===== src/hw/exec_pkg.sv =====
package exec_pkg;

  localparam int xlen       = 32;  // datapath width
  localparam int rob_idx_w  = 3;   // reorder buffer of 8 entries
  localparam int rs_depth   = 3;   // entries per reservation station
  localparam int mul_stages = 3;   // multiplier pipeline depth

  typedef logic [rob_idx_w-1:0] rob_idx_t;

  // ALU function select, matches the decoder encoding
  typedef enum logic [3:0] {
    add,
    sub,
    and_op,
    or_op,
    xor_op,
    slt,
    sltu,
    sll,
    srl,
    sra
  } alu_op_t;

  typedef enum logic [1:0] {
    mul,    // low half
    mulh,   // high half, signed x signed
    mulhu   // high half, unsigned x unsigned
  } mul_op_t;

  typedef enum logic {
    unit_alu,
    unit_mul
  } unit_t;

  // one decoded instruction as it leaves dispatch
  typedef struct packed {
    unit_t           unit;
    alu_op_t         alu_op;
    mul_op_t         mul_op;
    rob_idx_t        rob_idx;
    rob_idx_t        Q_i;      // producer tag of operand i
    rob_idx_t        Q_j;      // producer tag of operand j
    logic            i_ready;  // V_i holds the value
    logic            j_ready;  // V_j holds the value
    logic [xlen-1:0] V_i;
    logic [xlen-1:0] V_j;
  } dispatch_t;

  typedef struct packed {
    alu_op_t         opcode;
    rob_idx_t        rob_idx;
    logic [xlen-1:0] rval1;
    logic [xlen-1:0] rval2;
  } alu_issue_t;

  typedef struct packed {
    mul_op_t         opcode;
    rob_idx_t        rob_idx;
    logic [xlen-1:0] rval1;
    logic [xlen-1:0] rval2;
  } mul_issue_t;

  // unit output and common data bus broadcast share this shape
  typedef struct packed {
    logic            valid;
    rob_idx_t        rob_idx;
    logic [xlen-1:0] value;
  } result_t;

endpackage


===== src/hw/reservation_station.sv =====
`timescale 1ns/1ns

module reservation_station #(
  parameter type op_t = exec_pkg::alu_op_t
) (
  input  logic                      clk_in,
  input  logic                      rst_in,
  input  logic                      dispatch_valid,
  input  exec_pkg::dispatch_t       dispatch,
  input  op_t                       op,
  input  exec_pkg::result_t         cdb,
  input  logic                      unit_ready,
  output logic                      free,
  output logic                      issue_valid,
  output op_t                       issue_op,
  output exec_pkg::rob_idx_t        issue_rob_idx,
  output logic [exec_pkg::xlen-1:0] issue_rval1,
  output logic [exec_pkg::xlen-1:0] issue_rval2
);
  import exec_pkg::*;

  typedef struct packed {
    op_t             op;
    rob_idx_t        rob_idx;
    rob_idx_t        q_i;
    rob_idx_t        q_j;
    logic            i_ready;
    logic            j_ready;
    logic [xlen-1:0] v_i;
    logic [xlen-1:0] v_j;
  } entry_t;

  entry_t              rows [rs_depth];
  logic [rs_depth-1:0] busy;        // row holds a live operation
  logic [rs_depth-1:0] alloc_sel;   // one-hot, lowest free row
  logic [rs_depth-1:0] issue_sel;   // one-hot, lowest row with both operands
  logic [rs_depth-1:0] issue_clr;   // row leaving this cycle
  logic                alloc;
  entry_t              incoming;
  entry_t              picked;

  assign free  = !(&busy);
  assign alloc = dispatch_valid && free;

  // walk from the top so the lowest index wins
  always_comb begin
    alloc_sel = '0;
    issue_sel = '0;
    for (int r = rs_depth - 1; r >= 0; r--) begin
      if (!busy[r]) begin
        alloc_sel    = '0;
        alloc_sel[r] = 1'b1;
      end
      if (busy[r] && rows[r].i_ready && rows[r].j_ready) begin
        issue_sel    = '0;
        issue_sel[r] = 1'b1;
      end
    end
  end

  assign issue_valid = (|issue_sel) && unit_ready;
  assign issue_clr   = issue_sel & {rs_depth{issue_valid}};

  always_comb begin
    picked = '0;
    for (int r = 0; r < rs_depth; r++) begin
      if (issue_sel[r]) begin
        picked = rows[r];
      end
    end
  end

  assign issue_op      = picked.op;
  assign issue_rob_idx = picked.rob_idx;
  assign issue_rval1   = picked.v_i;
  assign issue_rval2   = picked.v_j;

  // new entry, picking up an operand broadcast in the same cycle
  always_comb begin
    incoming.op      = op;
    incoming.rob_idx = dispatch.rob_idx;
    incoming.q_i     = dispatch.Q_i;
    incoming.q_j     = dispatch.Q_j;
    incoming.i_ready = dispatch.i_ready;
    incoming.j_ready = dispatch.j_ready;
    incoming.v_i     = dispatch.V_i;
    incoming.v_j     = dispatch.V_j;
    if (!dispatch.i_ready && cdb.valid && cdb.rob_idx == dispatch.Q_i) begin
      incoming.i_ready = 1'b1;
      incoming.v_i     = cdb.value;
    end
    if (!dispatch.j_ready && cdb.valid && cdb.rob_idx == dispatch.Q_j) begin
      incoming.j_ready = 1'b1;
      incoming.v_j     = cdb.value;
    end
  end

  always_ff @(posedge clk_in) begin
    if (rst_in) begin
      busy <= '0;
    end else begin
      busy <= (busy & ~issue_clr) | (alloc_sel & {rs_depth{alloc}});
    end
  end

  // operand capture from the broadcast for rows still waiting
  always_ff @(posedge clk_in) begin
    for (int r = 0; r < rs_depth; r++) begin
      if (alloc && alloc_sel[r]) begin
        rows[r] <= incoming;
      end else if (busy[r] && cdb.valid) begin
        if (!rows[r].i_ready && rows[r].q_i == cdb.rob_idx) begin
          rows[r].i_ready <= 1'b1;
          rows[r].v_i     <= cdb.value;
        end
        if (!rows[r].j_ready && rows[r].q_j == cdb.rob_idx) begin
          rows[r].j_ready <= 1'b1;
          rows[r].v_j     <= cdb.value;
        end
      end
    end
  end

endmodule


===== src/hw/alu_unit.sv =====
`timescale 1ns/1ns

module alu_unit (
  input  logic                 clk_in,
  input  logic                 rst_in,
  input  logic                 issue_valid,
  input  exec_pkg::alu_issue_t issue,
  input  logic                 grant,
  output logic                 ready,
  output exec_pkg::result_t    result
);
  import exec_pkg::*;

  logic [xlen-1:0] value_next;
  logic [4:0]      shamt;       // shifts use the low five bits
  logic            res_valid;
  rob_idx_t        res_tag;
  logic [xlen-1:0] res_value;

  assign shamt = issue.rval2[4:0];

  // register is free when empty or being drained by the arbiter
  assign ready = !res_valid || grant;

  always_comb begin
    case (issue.opcode)
      add:     value_next = issue.rval1 + issue.rval2;
      sub:     value_next = issue.rval1 - issue.rval2;
      and_op:  value_next = issue.rval1 & issue.rval2;
      or_op:   value_next = issue.rval1 | issue.rval2;
      xor_op:  value_next = issue.rval1 ^ issue.rval2;
      slt:     value_next = {{(xlen-1){1'b0}}, $signed(issue.rval1) < $signed(issue.rval2)};
      sltu:    value_next = {{(xlen-1){1'b0}}, issue.rval1 < issue.rval2};
      sll:     value_next = issue.rval1 << shamt;
      srl:     value_next = issue.rval1 >> shamt;
      sra:     value_next = $signed(issue.rval1) >>> shamt;
      default: value_next = '0;
    endcase
  end

  always_ff @(posedge clk_in) begin
    if (rst_in) begin
      res_valid <= 1'b0;
    end else if (ready) begin
      res_valid <= issue_valid;
    end
  end

  always_ff @(posedge clk_in) begin
    if (ready && issue_valid) begin
      res_tag   <= issue.rob_idx;
      res_value <= value_next;
    end
  end

  assign result = '{valid: res_valid, rob_idx: res_tag, value: res_value};

endmodule


===== src/hw/mul_unit.sv =====
`timescale 1ns/1ns

module mul_unit (
  input  logic                 clk_in,
  input  logic                 rst_in,
  input  logic                 issue_valid,
  input  exec_pkg::mul_issue_t issue,
  input  logic                 grant,
  output logic                 ready,
  output exec_pkg::result_t    result
);
  import exec_pkg::*;

  logic                     stall;
  logic [mul_stages-1:0]    vld;               // valid bit per stage
  rob_idx_t                 tag [mul_stages];  // tag travelling with each stage
  mul_op_t                  op_s1;
  mul_op_t                  op_s2;
  logic signed [xlen:0]     a_s1;              // one extra bit for the sign
  logic signed [xlen:0]     b_s1;
  logic signed [2*xlen+1:0] prod_s2;
  logic [xlen-1:0]          value_s3;
  logic [xlen:0]            a_ext;
  logic [xlen:0]            b_ext;

  // whole pipe freezes while the last stage waits for the bus
  assign stall = vld[mul_stages-1] && !grant;
  assign ready = !stall;

  // mulhu zero-extends, the signed forms sign-extend
  always_comb begin
    if (issue.opcode == mulhu) begin
      a_ext = {1'b0, issue.rval1};
      b_ext = {1'b0, issue.rval2};
    end else begin
      a_ext = {issue.rval1[xlen-1], issue.rval1};
      b_ext = {issue.rval2[xlen-1], issue.rval2};
    end
  end

  always_ff @(posedge clk_in) begin
    if (rst_in) begin
      vld <= '0;
    end else if (!stall) begin
      vld <= {vld[mul_stages-2:0], issue_valid};
    end
  end

  always_ff @(posedge clk_in) begin
    if (!stall) begin
      tag[0] <= issue.rob_idx;
      for (int s = 1; s < mul_stages; s++) begin
        tag[s] <= tag[s-1];
      end
      op_s1   <= issue.opcode;
      a_s1    <= a_ext;
      b_s1    <= b_ext;
      op_s2   <= op_s1;
      prod_s2 <= a_s1 * b_s1;
      value_s3 <= (op_s2 == mul) ? prod_s2[xlen-1:0] : prod_s2[2*xlen-1:xlen];
    end
  end

  assign result = '{valid: vld[mul_stages-1], rob_idx: tag[mul_stages-1], value: value_s3};

endmodule


===== src/hw/cdb_arbiter.sv =====
`timescale 1ns/1ns

module cdb_arbiter (
  input  logic              clk_in,
  input  logic              rst_in,
  input  exec_pkg::result_t alu_result,
  input  exec_pkg::result_t mul_result,
  output logic              alu_grant,
  output logic              mul_grant,
  output exec_pkg::result_t cdb
);
  import exec_pkg::*;

  result_t         winner;
  logic            cdb_valid;
  rob_idx_t        cdb_tag;
  logic [xlen-1:0] cdb_value;

  // multiplier first, it has more operations queued behind its output
  assign mul_grant = mul_result.valid;
  assign alu_grant = alu_result.valid && !mul_result.valid;

  always_comb begin
    if (mul_grant) begin
      winner = mul_result;
    end else begin
      winner = alu_result;
    end
  end

  always_ff @(posedge clk_in) begin
    if (rst_in) begin
      cdb_valid <= 1'b0;
    end else begin
      cdb_valid <= mul_grant || alu_grant;  // idle bus when neither unit has a result
    end
  end

  always_ff @(posedge clk_in) begin
    if (mul_grant || alu_grant) begin
      cdb_tag   <= winner.rob_idx;
      cdb_value <= winner.value;
    end
  end

  assign cdb = '{valid: cdb_valid, rob_idx: cdb_tag, value: cdb_value};

endmodule


===== src/hw/exec_cluster.sv =====
`timescale 1ns/1ns

module exec_cluster (
  input  logic                clk_in,
  input  logic                rst_in,
  input  logic                dispatch_valid,
  input  exec_pkg::dispatch_t dispatch,
  output logic                dispatch_ready,
  output exec_pkg::result_t   cdb
);
  import exec_pkg::*;

  logic       alu_disp_valid;
  logic       mul_disp_valid;
  logic       alu_rs_free;
  logic       mul_rs_free;
  logic       alu_issue_valid;
  logic       mul_issue_valid;
  logic       alu_ready;
  logic       mul_ready;
  logic       alu_grant;
  logic       mul_grant;
  alu_issue_t alu_issue;
  mul_issue_t mul_issue;
  result_t    alu_result;
  result_t    mul_result;

  // steer by class, ready follows the selected station
  assign alu_disp_valid = dispatch_valid && (dispatch.unit == unit_alu);
  assign mul_disp_valid = dispatch_valid && (dispatch.unit == unit_mul);
  assign dispatch_ready = (dispatch.unit == unit_mul) ? mul_rs_free : alu_rs_free;

  reservation_station #(.op_t(alu_op_t)) alu_rs_i (
    .clk_in, .rst_in,
    .dispatch_valid(alu_disp_valid), .dispatch, .op(dispatch.alu_op), .cdb,
    .unit_ready(alu_ready), .free(alu_rs_free), .issue_valid(alu_issue_valid),
    .issue_op(alu_issue.opcode), .issue_rob_idx(alu_issue.rob_idx),
    .issue_rval1(alu_issue.rval1), .issue_rval2(alu_issue.rval2)
  );

  reservation_station #(.op_t(mul_op_t)) mul_rs_i (
    .clk_in, .rst_in,
    .dispatch_valid(mul_disp_valid), .dispatch, .op(dispatch.mul_op), .cdb,
    .unit_ready(mul_ready), .free(mul_rs_free), .issue_valid(mul_issue_valid),
    .issue_op(mul_issue.opcode), .issue_rob_idx(mul_issue.rob_idx),
    .issue_rval1(mul_issue.rval1), .issue_rval2(mul_issue.rval2)
  );

  alu_unit alu_unit_i (
    .clk_in, .rst_in, .issue_valid(alu_issue_valid), .issue(alu_issue),
    .grant(alu_grant), .ready(alu_ready), .result(alu_result)
  );

  mul_unit mul_unit_i (
    .clk_in, .rst_in, .issue_valid(mul_issue_valid), .issue(mul_issue),
    .grant(mul_grant), .ready(mul_ready), .result(mul_result)
  );

  cdb_arbiter cdb_arbiter_i (
    .clk_in, .rst_in, .alu_result, .mul_result,
    .alu_grant, .mul_grant, .cdb
  );

endmodule


===== config.mk =====
export PLATFORM = sky130hd
export DESIGN_NAME = exec_cluster
export DESIGN_NICKNAME = d
export VERILOG_FILES = /design/src/hw/exec_pkg.sv /design/src/hw/reservation_station.sv /design/src/hw/alu_unit.sv /design/src/hw/mul_unit.sv /design/src/hw/cdb_arbiter.sv /design/src/hw/exec_cluster.sv
export SDC_FILE = /design/constraint.sdc
export NUM_CORES = 2
export LEC_CHECK = 0
export BUFFER_PORTS_ARGS = -buffer_cell sky130_fd_sc_hd__buf_2
export CELL_PAD_IN_SITES_DETAIL_PLACEMENT = 1
export CELL_PAD_IN_SITES_GLOBAL_PLACEMENT = 1
export CORE_MARGIN = 10
export CORE_UTILIZATION = 30
export CTS_CLUSTER_DIAMETER = 30
export DETAILED_ROUTE_END_ITERATION = 12
export GPL_TIMING_DRIVEN = 1
export PLACE_DENSITY_LB_ADDON = 0.1
export SYNTH_ARGS = -nofsm -noshare
export SYNTH_HDL_FRONTEND = slang
export SYNTH_SLANG_ARGS = --single-unit

===== constraint.sdc =====
create_clock -name clk_in -period 20.3 [get_ports clk_in]
set_input_delay 1.015 -clock clk_in [delete_from_list [all_inputs] [get_ports clk_in]]
set_output_delay 1.015 -clock clk_in [all_outputs]
set_load 0.1 [all_outputs]

Word level (Yosys, flattened, before mapping) --
Memories as Yosys holds them, arrays and structs flattened. Index checks and enable logic that the tools add are counted. Widths: inputs -> output; s select.
Word-level totals: logic and storage cells 273, memories kept 3, input port bits 85, RAM bits 477, register bits after elaboration 247
Operators by class: reductions and logical operators 73, magnitude comparators 2, add/subtract/negate cells 2, shift-type cells 3, mux-type cells 110, $mul 1, equal/unequal tests 24, bitwise operators 38
Memory list:
- alu_rs_i.rows | depth 3, bits a word 79, rd ports 3, clocked after memory_dff 0, wr ports 3, line reservation_station.sv:33 | entry_t rows [rs_depth];
- mul_rs_i.rows | depth 3, bits a word 77, rd ports 3, clocked after memory_dff 0, wr ports 3, line reservation_station.sv:33
- mul_unit_i.tag | depth 3, bits a word 3, rd ports 3, clocked after memory_dff 0, wr ports 3, line mul_unit.sv:16 | rob_idx_t tag [mul_stages];
Operators by type and width (number):
- $mux 32 | 15
- $pmux 32 s10 | 1
- $mux 79 | 3
- $mux 77 | 3
- $mux 1 | 75
- $lt 32x32->1 | 2
- $mul 33x33->64 | 1
- $logic_and 1x1->1 | 47
- $eq 3x3->1 | 14
- $mux 3 | 12
- $mux 35 | 1
- $add 32x32->32 | 1
- $and 32x32->32 | 1
- $or 32x32->32 | 1
- $shl 32x5->32 | 1
- $shr 32x5->32 | 1
- $sshr 32x5->32 | 1
- $sub 32x32->32 | 1
- $xor 32x32->32 | 1
- $or 1x1->1 | 24
- $and 3x3->3 | 6
- $logic_not 1->1 | 18
- $eq 4x3->1 const B | 4
- $eq 4x2->1 const B | 2
- 11 further kinds | 17

Depth between registers and ports, before layout --
An unclocked memory read counts as a cell.
depth after elaboration 12, depth in mapped cells 29, gate-level depth less buffers 27

Hierarchy --
From an unflattened synthesis, not the netlist that was laid out.
Second synthesis, totals: cell total of the unflattened synthesis 7339, area, all modules 78805.6 um^2
By module, submodules not included:
- mul_unit | area each 44142.3 um^2, cells an instance 4391, instances 1, seq. area each 5315.1 um^2
- reservation_station at alu_rs_i | area each 11785.1 um^2, cells an instance 794, instances 1, seq. area each 7156.9 um^2
- reservation_station at mul_rs_i | area each 11576.1 um^2, cells an instance 782, instances 1, seq. area each 6976.7 um^2
- alu_unit | area each 9665.5 um^2, cells an instance 1289, instances 1, seq. area each 1071.0 um^2
- cdb_arbiter | area each 1605.3 um^2, cells an instance 80, instances 1, seq. area each 1071.0 um^2
- exec_cluster | area each 31.3 um^2, cells an instance 3, instances 1, seq. area each 0.0 um^2

Worst setup path before layout --
OpenSTA, ideal clock, no wires.
path kind register to register, start point reg mul_unit_i.a_s1[32], end point reg mul_unit_i.prod_s2[60], setup time 123 ps, buffers on the path 2, data arrival time 7526 ps, stages on the path, launching flop included 28, data required time 20177 ps, path slack 12651 ps, cell sequence dfxtp_1 -> clkbuf_1 -> nand2_1 -> inv_1 -> fa_1 -> fa_1 -> fa_1 -> fa_1 -> inv_1 -> fa_1 -> inv_1 -> fa_1 -> fa_1 -> inv_1 -> fa_1 -> inv_1 -> ha_1 -> clkbuf_1 -> a21o_1 -> a21o_1 -> a21oi_1 -> o21bai_1 -> a21oi_1 -> nor2b_1 -> a211o_1 -> nor3b_1 -> a21oi_1 -> xor2_1
Between the ends: cells in the longest elaborated chain, start to end 1
RTL lines:
- from (decl) | line mul_unit.sv:19 | logic signed [xlen:0] a_s1;
- from (signal assigned) | line mul_unit.sv:56 | a_s1 <= a_ext;
- $mul 33x33->64 | line mul_unit.sv:59 | prod_s2 <= a_s1 * b_s1;
- to (signal assigned) | line mul_unit.sv:59
- to (decl) | line mul_unit.sv:21 | logic signed [2*xlen+1:0] prod_s2;
Every way passes these cells. A chain may end at the register's enable or synchronous reset.

Final worst setup path --
start point reg mul_unit_i.b_s1[8], end point reg mul_unit_i.prod_s2[60]
Between the ends: cells in the longest elaborated chain, start to end 1
RTL lines:
- from (decl) | line mul_unit.sv:20 | logic signed [xlen:0] b_s1;
- from (signal assigned) | line mul_unit.sv:57 | b_s1 <= b_ext;
- $mul 33x33->64 | line mul_unit.sv:59
Every way passes these cells.

==> results.toml <==
[timing]
finalClockSkew_ns = 0.137
fin_ws_ns = 11.44
whs_ns = 0.323
finalHoldViolCount = 0
drv_slew = 0
tightest_slew_ns = 1.30
setup_viol = 0
fin_crit_sh = 0.436
timing.fmax_ghz = 0.113
fin_crit_ns = 8.86
slew_headroom = 0.127
rsz0062_at_grt = "false"
setup_tns_ns = 0

[yosys]
yosys_warnings = 0
netlist_area_um2 = 75300
syn_avg_cell_area_um2 = 10.3
netlist_instances = 7345
synth_commonest_cells = "1159 x inv_1, 1127 x fa_1, 811 x nand2_1"
ys_top_cells_by_area = "fa_1 30%, edfxtp_1 21%, inv_1 5.8%"
synth_ff_type = "edfxtp_1"
synth_fp_nets = 8866
seq_area_frac_synth = 0.263
synthDistinctLibCells = 95
async_flop_share = 0
synth_most_common_cell = "inv_1"
yosysTopAreaCell = "fa_1"
synth_top_area_share = 0.299
ys_seq_elements = 724
synth-edff-count = 534

[global_route]
overflow = 0
grt_max_degree = 93
grt_use_total = 0.216
grt_pass1_wl_um = 436000
antenna_found_initial = 26
grt_pass1_vias = 61500

[floorplanning]
ios = 122
coreArea_um2 = 249000
die_x_um = 521
die_h_um = 521
placementRows = 183
start_util = 0.302
die_area_um2 = 272000

[cts]
post_cts_buffers = 0
insertion_delay_ns = 0.86
cts_root_buf = "clkbuf_16"
cts_inserted_buffers = 210
holdBufCountCts = 0
cts_resized = 0
cts.clk_slew.worst_paths_ns = 0.05
h-tree-depth = 4
cts.sinks = 724
cts_tree = "done"
cts_buffer_depth = 3

[run_status]
outcome = "finished, final reports clean"

[placement]
dp.final_hpwl_um = 219000
post-place-ws_ns = 11.35
gp_congestion = 0.897
io_buffers = 121
detailed_place.area_um2 = 79800

[detailed_routing]
via_per_inst = 5.06
drt_iter0_markers = 3831
firstDrtPassIters = 5
routed_wl_um = 296000
ant_nets = 0
wl_per_cell_um = 27.1
drc = 0
route.vias.total = 55200

[critical_path]
cp-end-kind = "flip-flop"
cp_data_arrival_time_ns = 9.60
cp_max_fo = 33
crit_required_ns = 21.04
cp-start-kind = "flip-flop"
crit_type = "reg2reg"

[finish]
layout.nets = 8916
design_area_um2 = 87200
final_layout_size_suffix_gt1_frac = 0.142
area_growth_pct = 15.8

[run]
maxCapViolCount = 0

[pwr]
power_density_nw_per_um2 = 62.3
ir_worst_vdd_mv = 0.0890
p_leak_nw = 38.9

[hold_path]
min_path_type = "reg2reg"
[cell families (layout without fill, tap and decap cells)]
family,Yosys count,after routing,synth area share
xor+xnor,136,136,0.0158
fa+ha+maj,1436,1436,0.351
compound gates,1019,1019,0.0940
buf+inv,1638,1876,0.0845
other cells,0,5,0
mux,468,468,0.0678
flops,724,724,0.263
simple gates,1924,1924,0.124
[placed cells by master (no fill, tap or decap), types with 131 or more instances in the layout]
master        n
nand2_1     806
mux2i_1     140
buf_4       193
and2_1      547
fa_1       1127
dfxtp_1     186
nor2_1      221
o21ai_0     210
mux2_2      326
edfxtp_1    534
a21oi_1     197
inv_1      1159
clkbuf_16   214
a22o_1      131
ha_1        309
[where the power goes]
group	internal, mW	total, mW	switching [mW]
logic	0.118	0.399	0.281
registers	1.63	1.65	0.0231
clock network	2.33	3.38	1.05
[layer usage]
metal  vias up  routed length (µm)  global-route usage
met5         -                  35                   0
met4         6                9220              0.0622
met2      1290              141000               0.363
li1      24000                   -                   -
met3       334               12000              0.0272
met1     29600              133000               0.292
[state kept, by name, summed over array words and instances, names as in the netlist]
name,count
cdb_arbiter_i.cdb_valid,1
mul_unit_i.op_s1,2
cdb_arbiter_i.cdb_tag,3
alu_unit_i.res_valid,1
mul_unit_i.tag,9
alu_unit_i.res_value,32
mul_unit_i.a_s1,33
mul_unit_i.op_s2,2
mul_unit_i.prod_s2,64
mul_rs_i.rows,231
cdb_arbiter_i.cdb_value,32
mul_unit_i.b_s1,33
alu_unit_i.res_tag,3
alu_rs_i.busy,3
mul_rs_i.busy,3
alu_rs_i.rows,237
mul_unit_i.value_s3,32
mul_unit_i.vld,3
[cell type report]
class                           count  area [µm²]
Multi-Input combinational cell   4983       49300
Inverter                         1162        4370
Clock buffer                      282        5950
Timing Repair Buffer              314        2050
Antenna cell                        5        12.5
Tap cell                         3330        4170
Sequential cell                   724       19800
Clock inverter                    118        1520
Fill cell                       27500      162000
[critical path: stages, from the launching register on]
cell	delay, ns
dfxtp_2	1.00
and2_1	0.26
fa_1	0.41
inv_1	0.27
fa_1	0.51
inv_1	0.22
fa_1	0.50
fa_1	0.78
inv_1	0.41
fa_1	0.59
inv_1	0.05
fa_1	0.49
fa_1	0.49
inv_1	0.05
fa_1	0.47
inv_1	0.04
ha_1	0.38
a21o_1	0.22
a21o_1	0.18
a21oi_1	0.23
o21bai_1	0.09
a21oi_1	0.17
nor2b_1	0.09
a211o_1	0.31
nor3b_1	0.20
a21oi_1	0.11
xor2_1	0.17
[stage by stage]
step | instances | util | power [mW]
2_1_floorplan | 7345 | - | 1.88
3_3_place_gp | 10500 | 0.320 | 2.07
3_5_place_dp | 10500 | 0.320 | 2.07
4_1_cts | 10900 | 0.350 | 5.48
5_1_grt | 10900 | 0.350 | 5.60
6_report | 10900 | 0.350 | 5.43
[worst paths after layout]
kind | slack (ns) | endpoint | startpoint | cells after the start
max | 11.44 | mul_unit_i.prod_s2[60] | mul_unit_i.b_s1[8] | 26
min | 0.32 | mul_unit_i.op_s2[0] | mul_unit_i.op_s1[0] | 0
max reg2reg | 11.44 | mul_unit_i.prod_s2[60] | mul_unit_i.b_s1[8] | 26
min reg2reg | 0.32 | mul_unit_i.op_s2[0] | mul_unit_i.op_s1[0] | 0
Power figures use the tool's default switching activity.
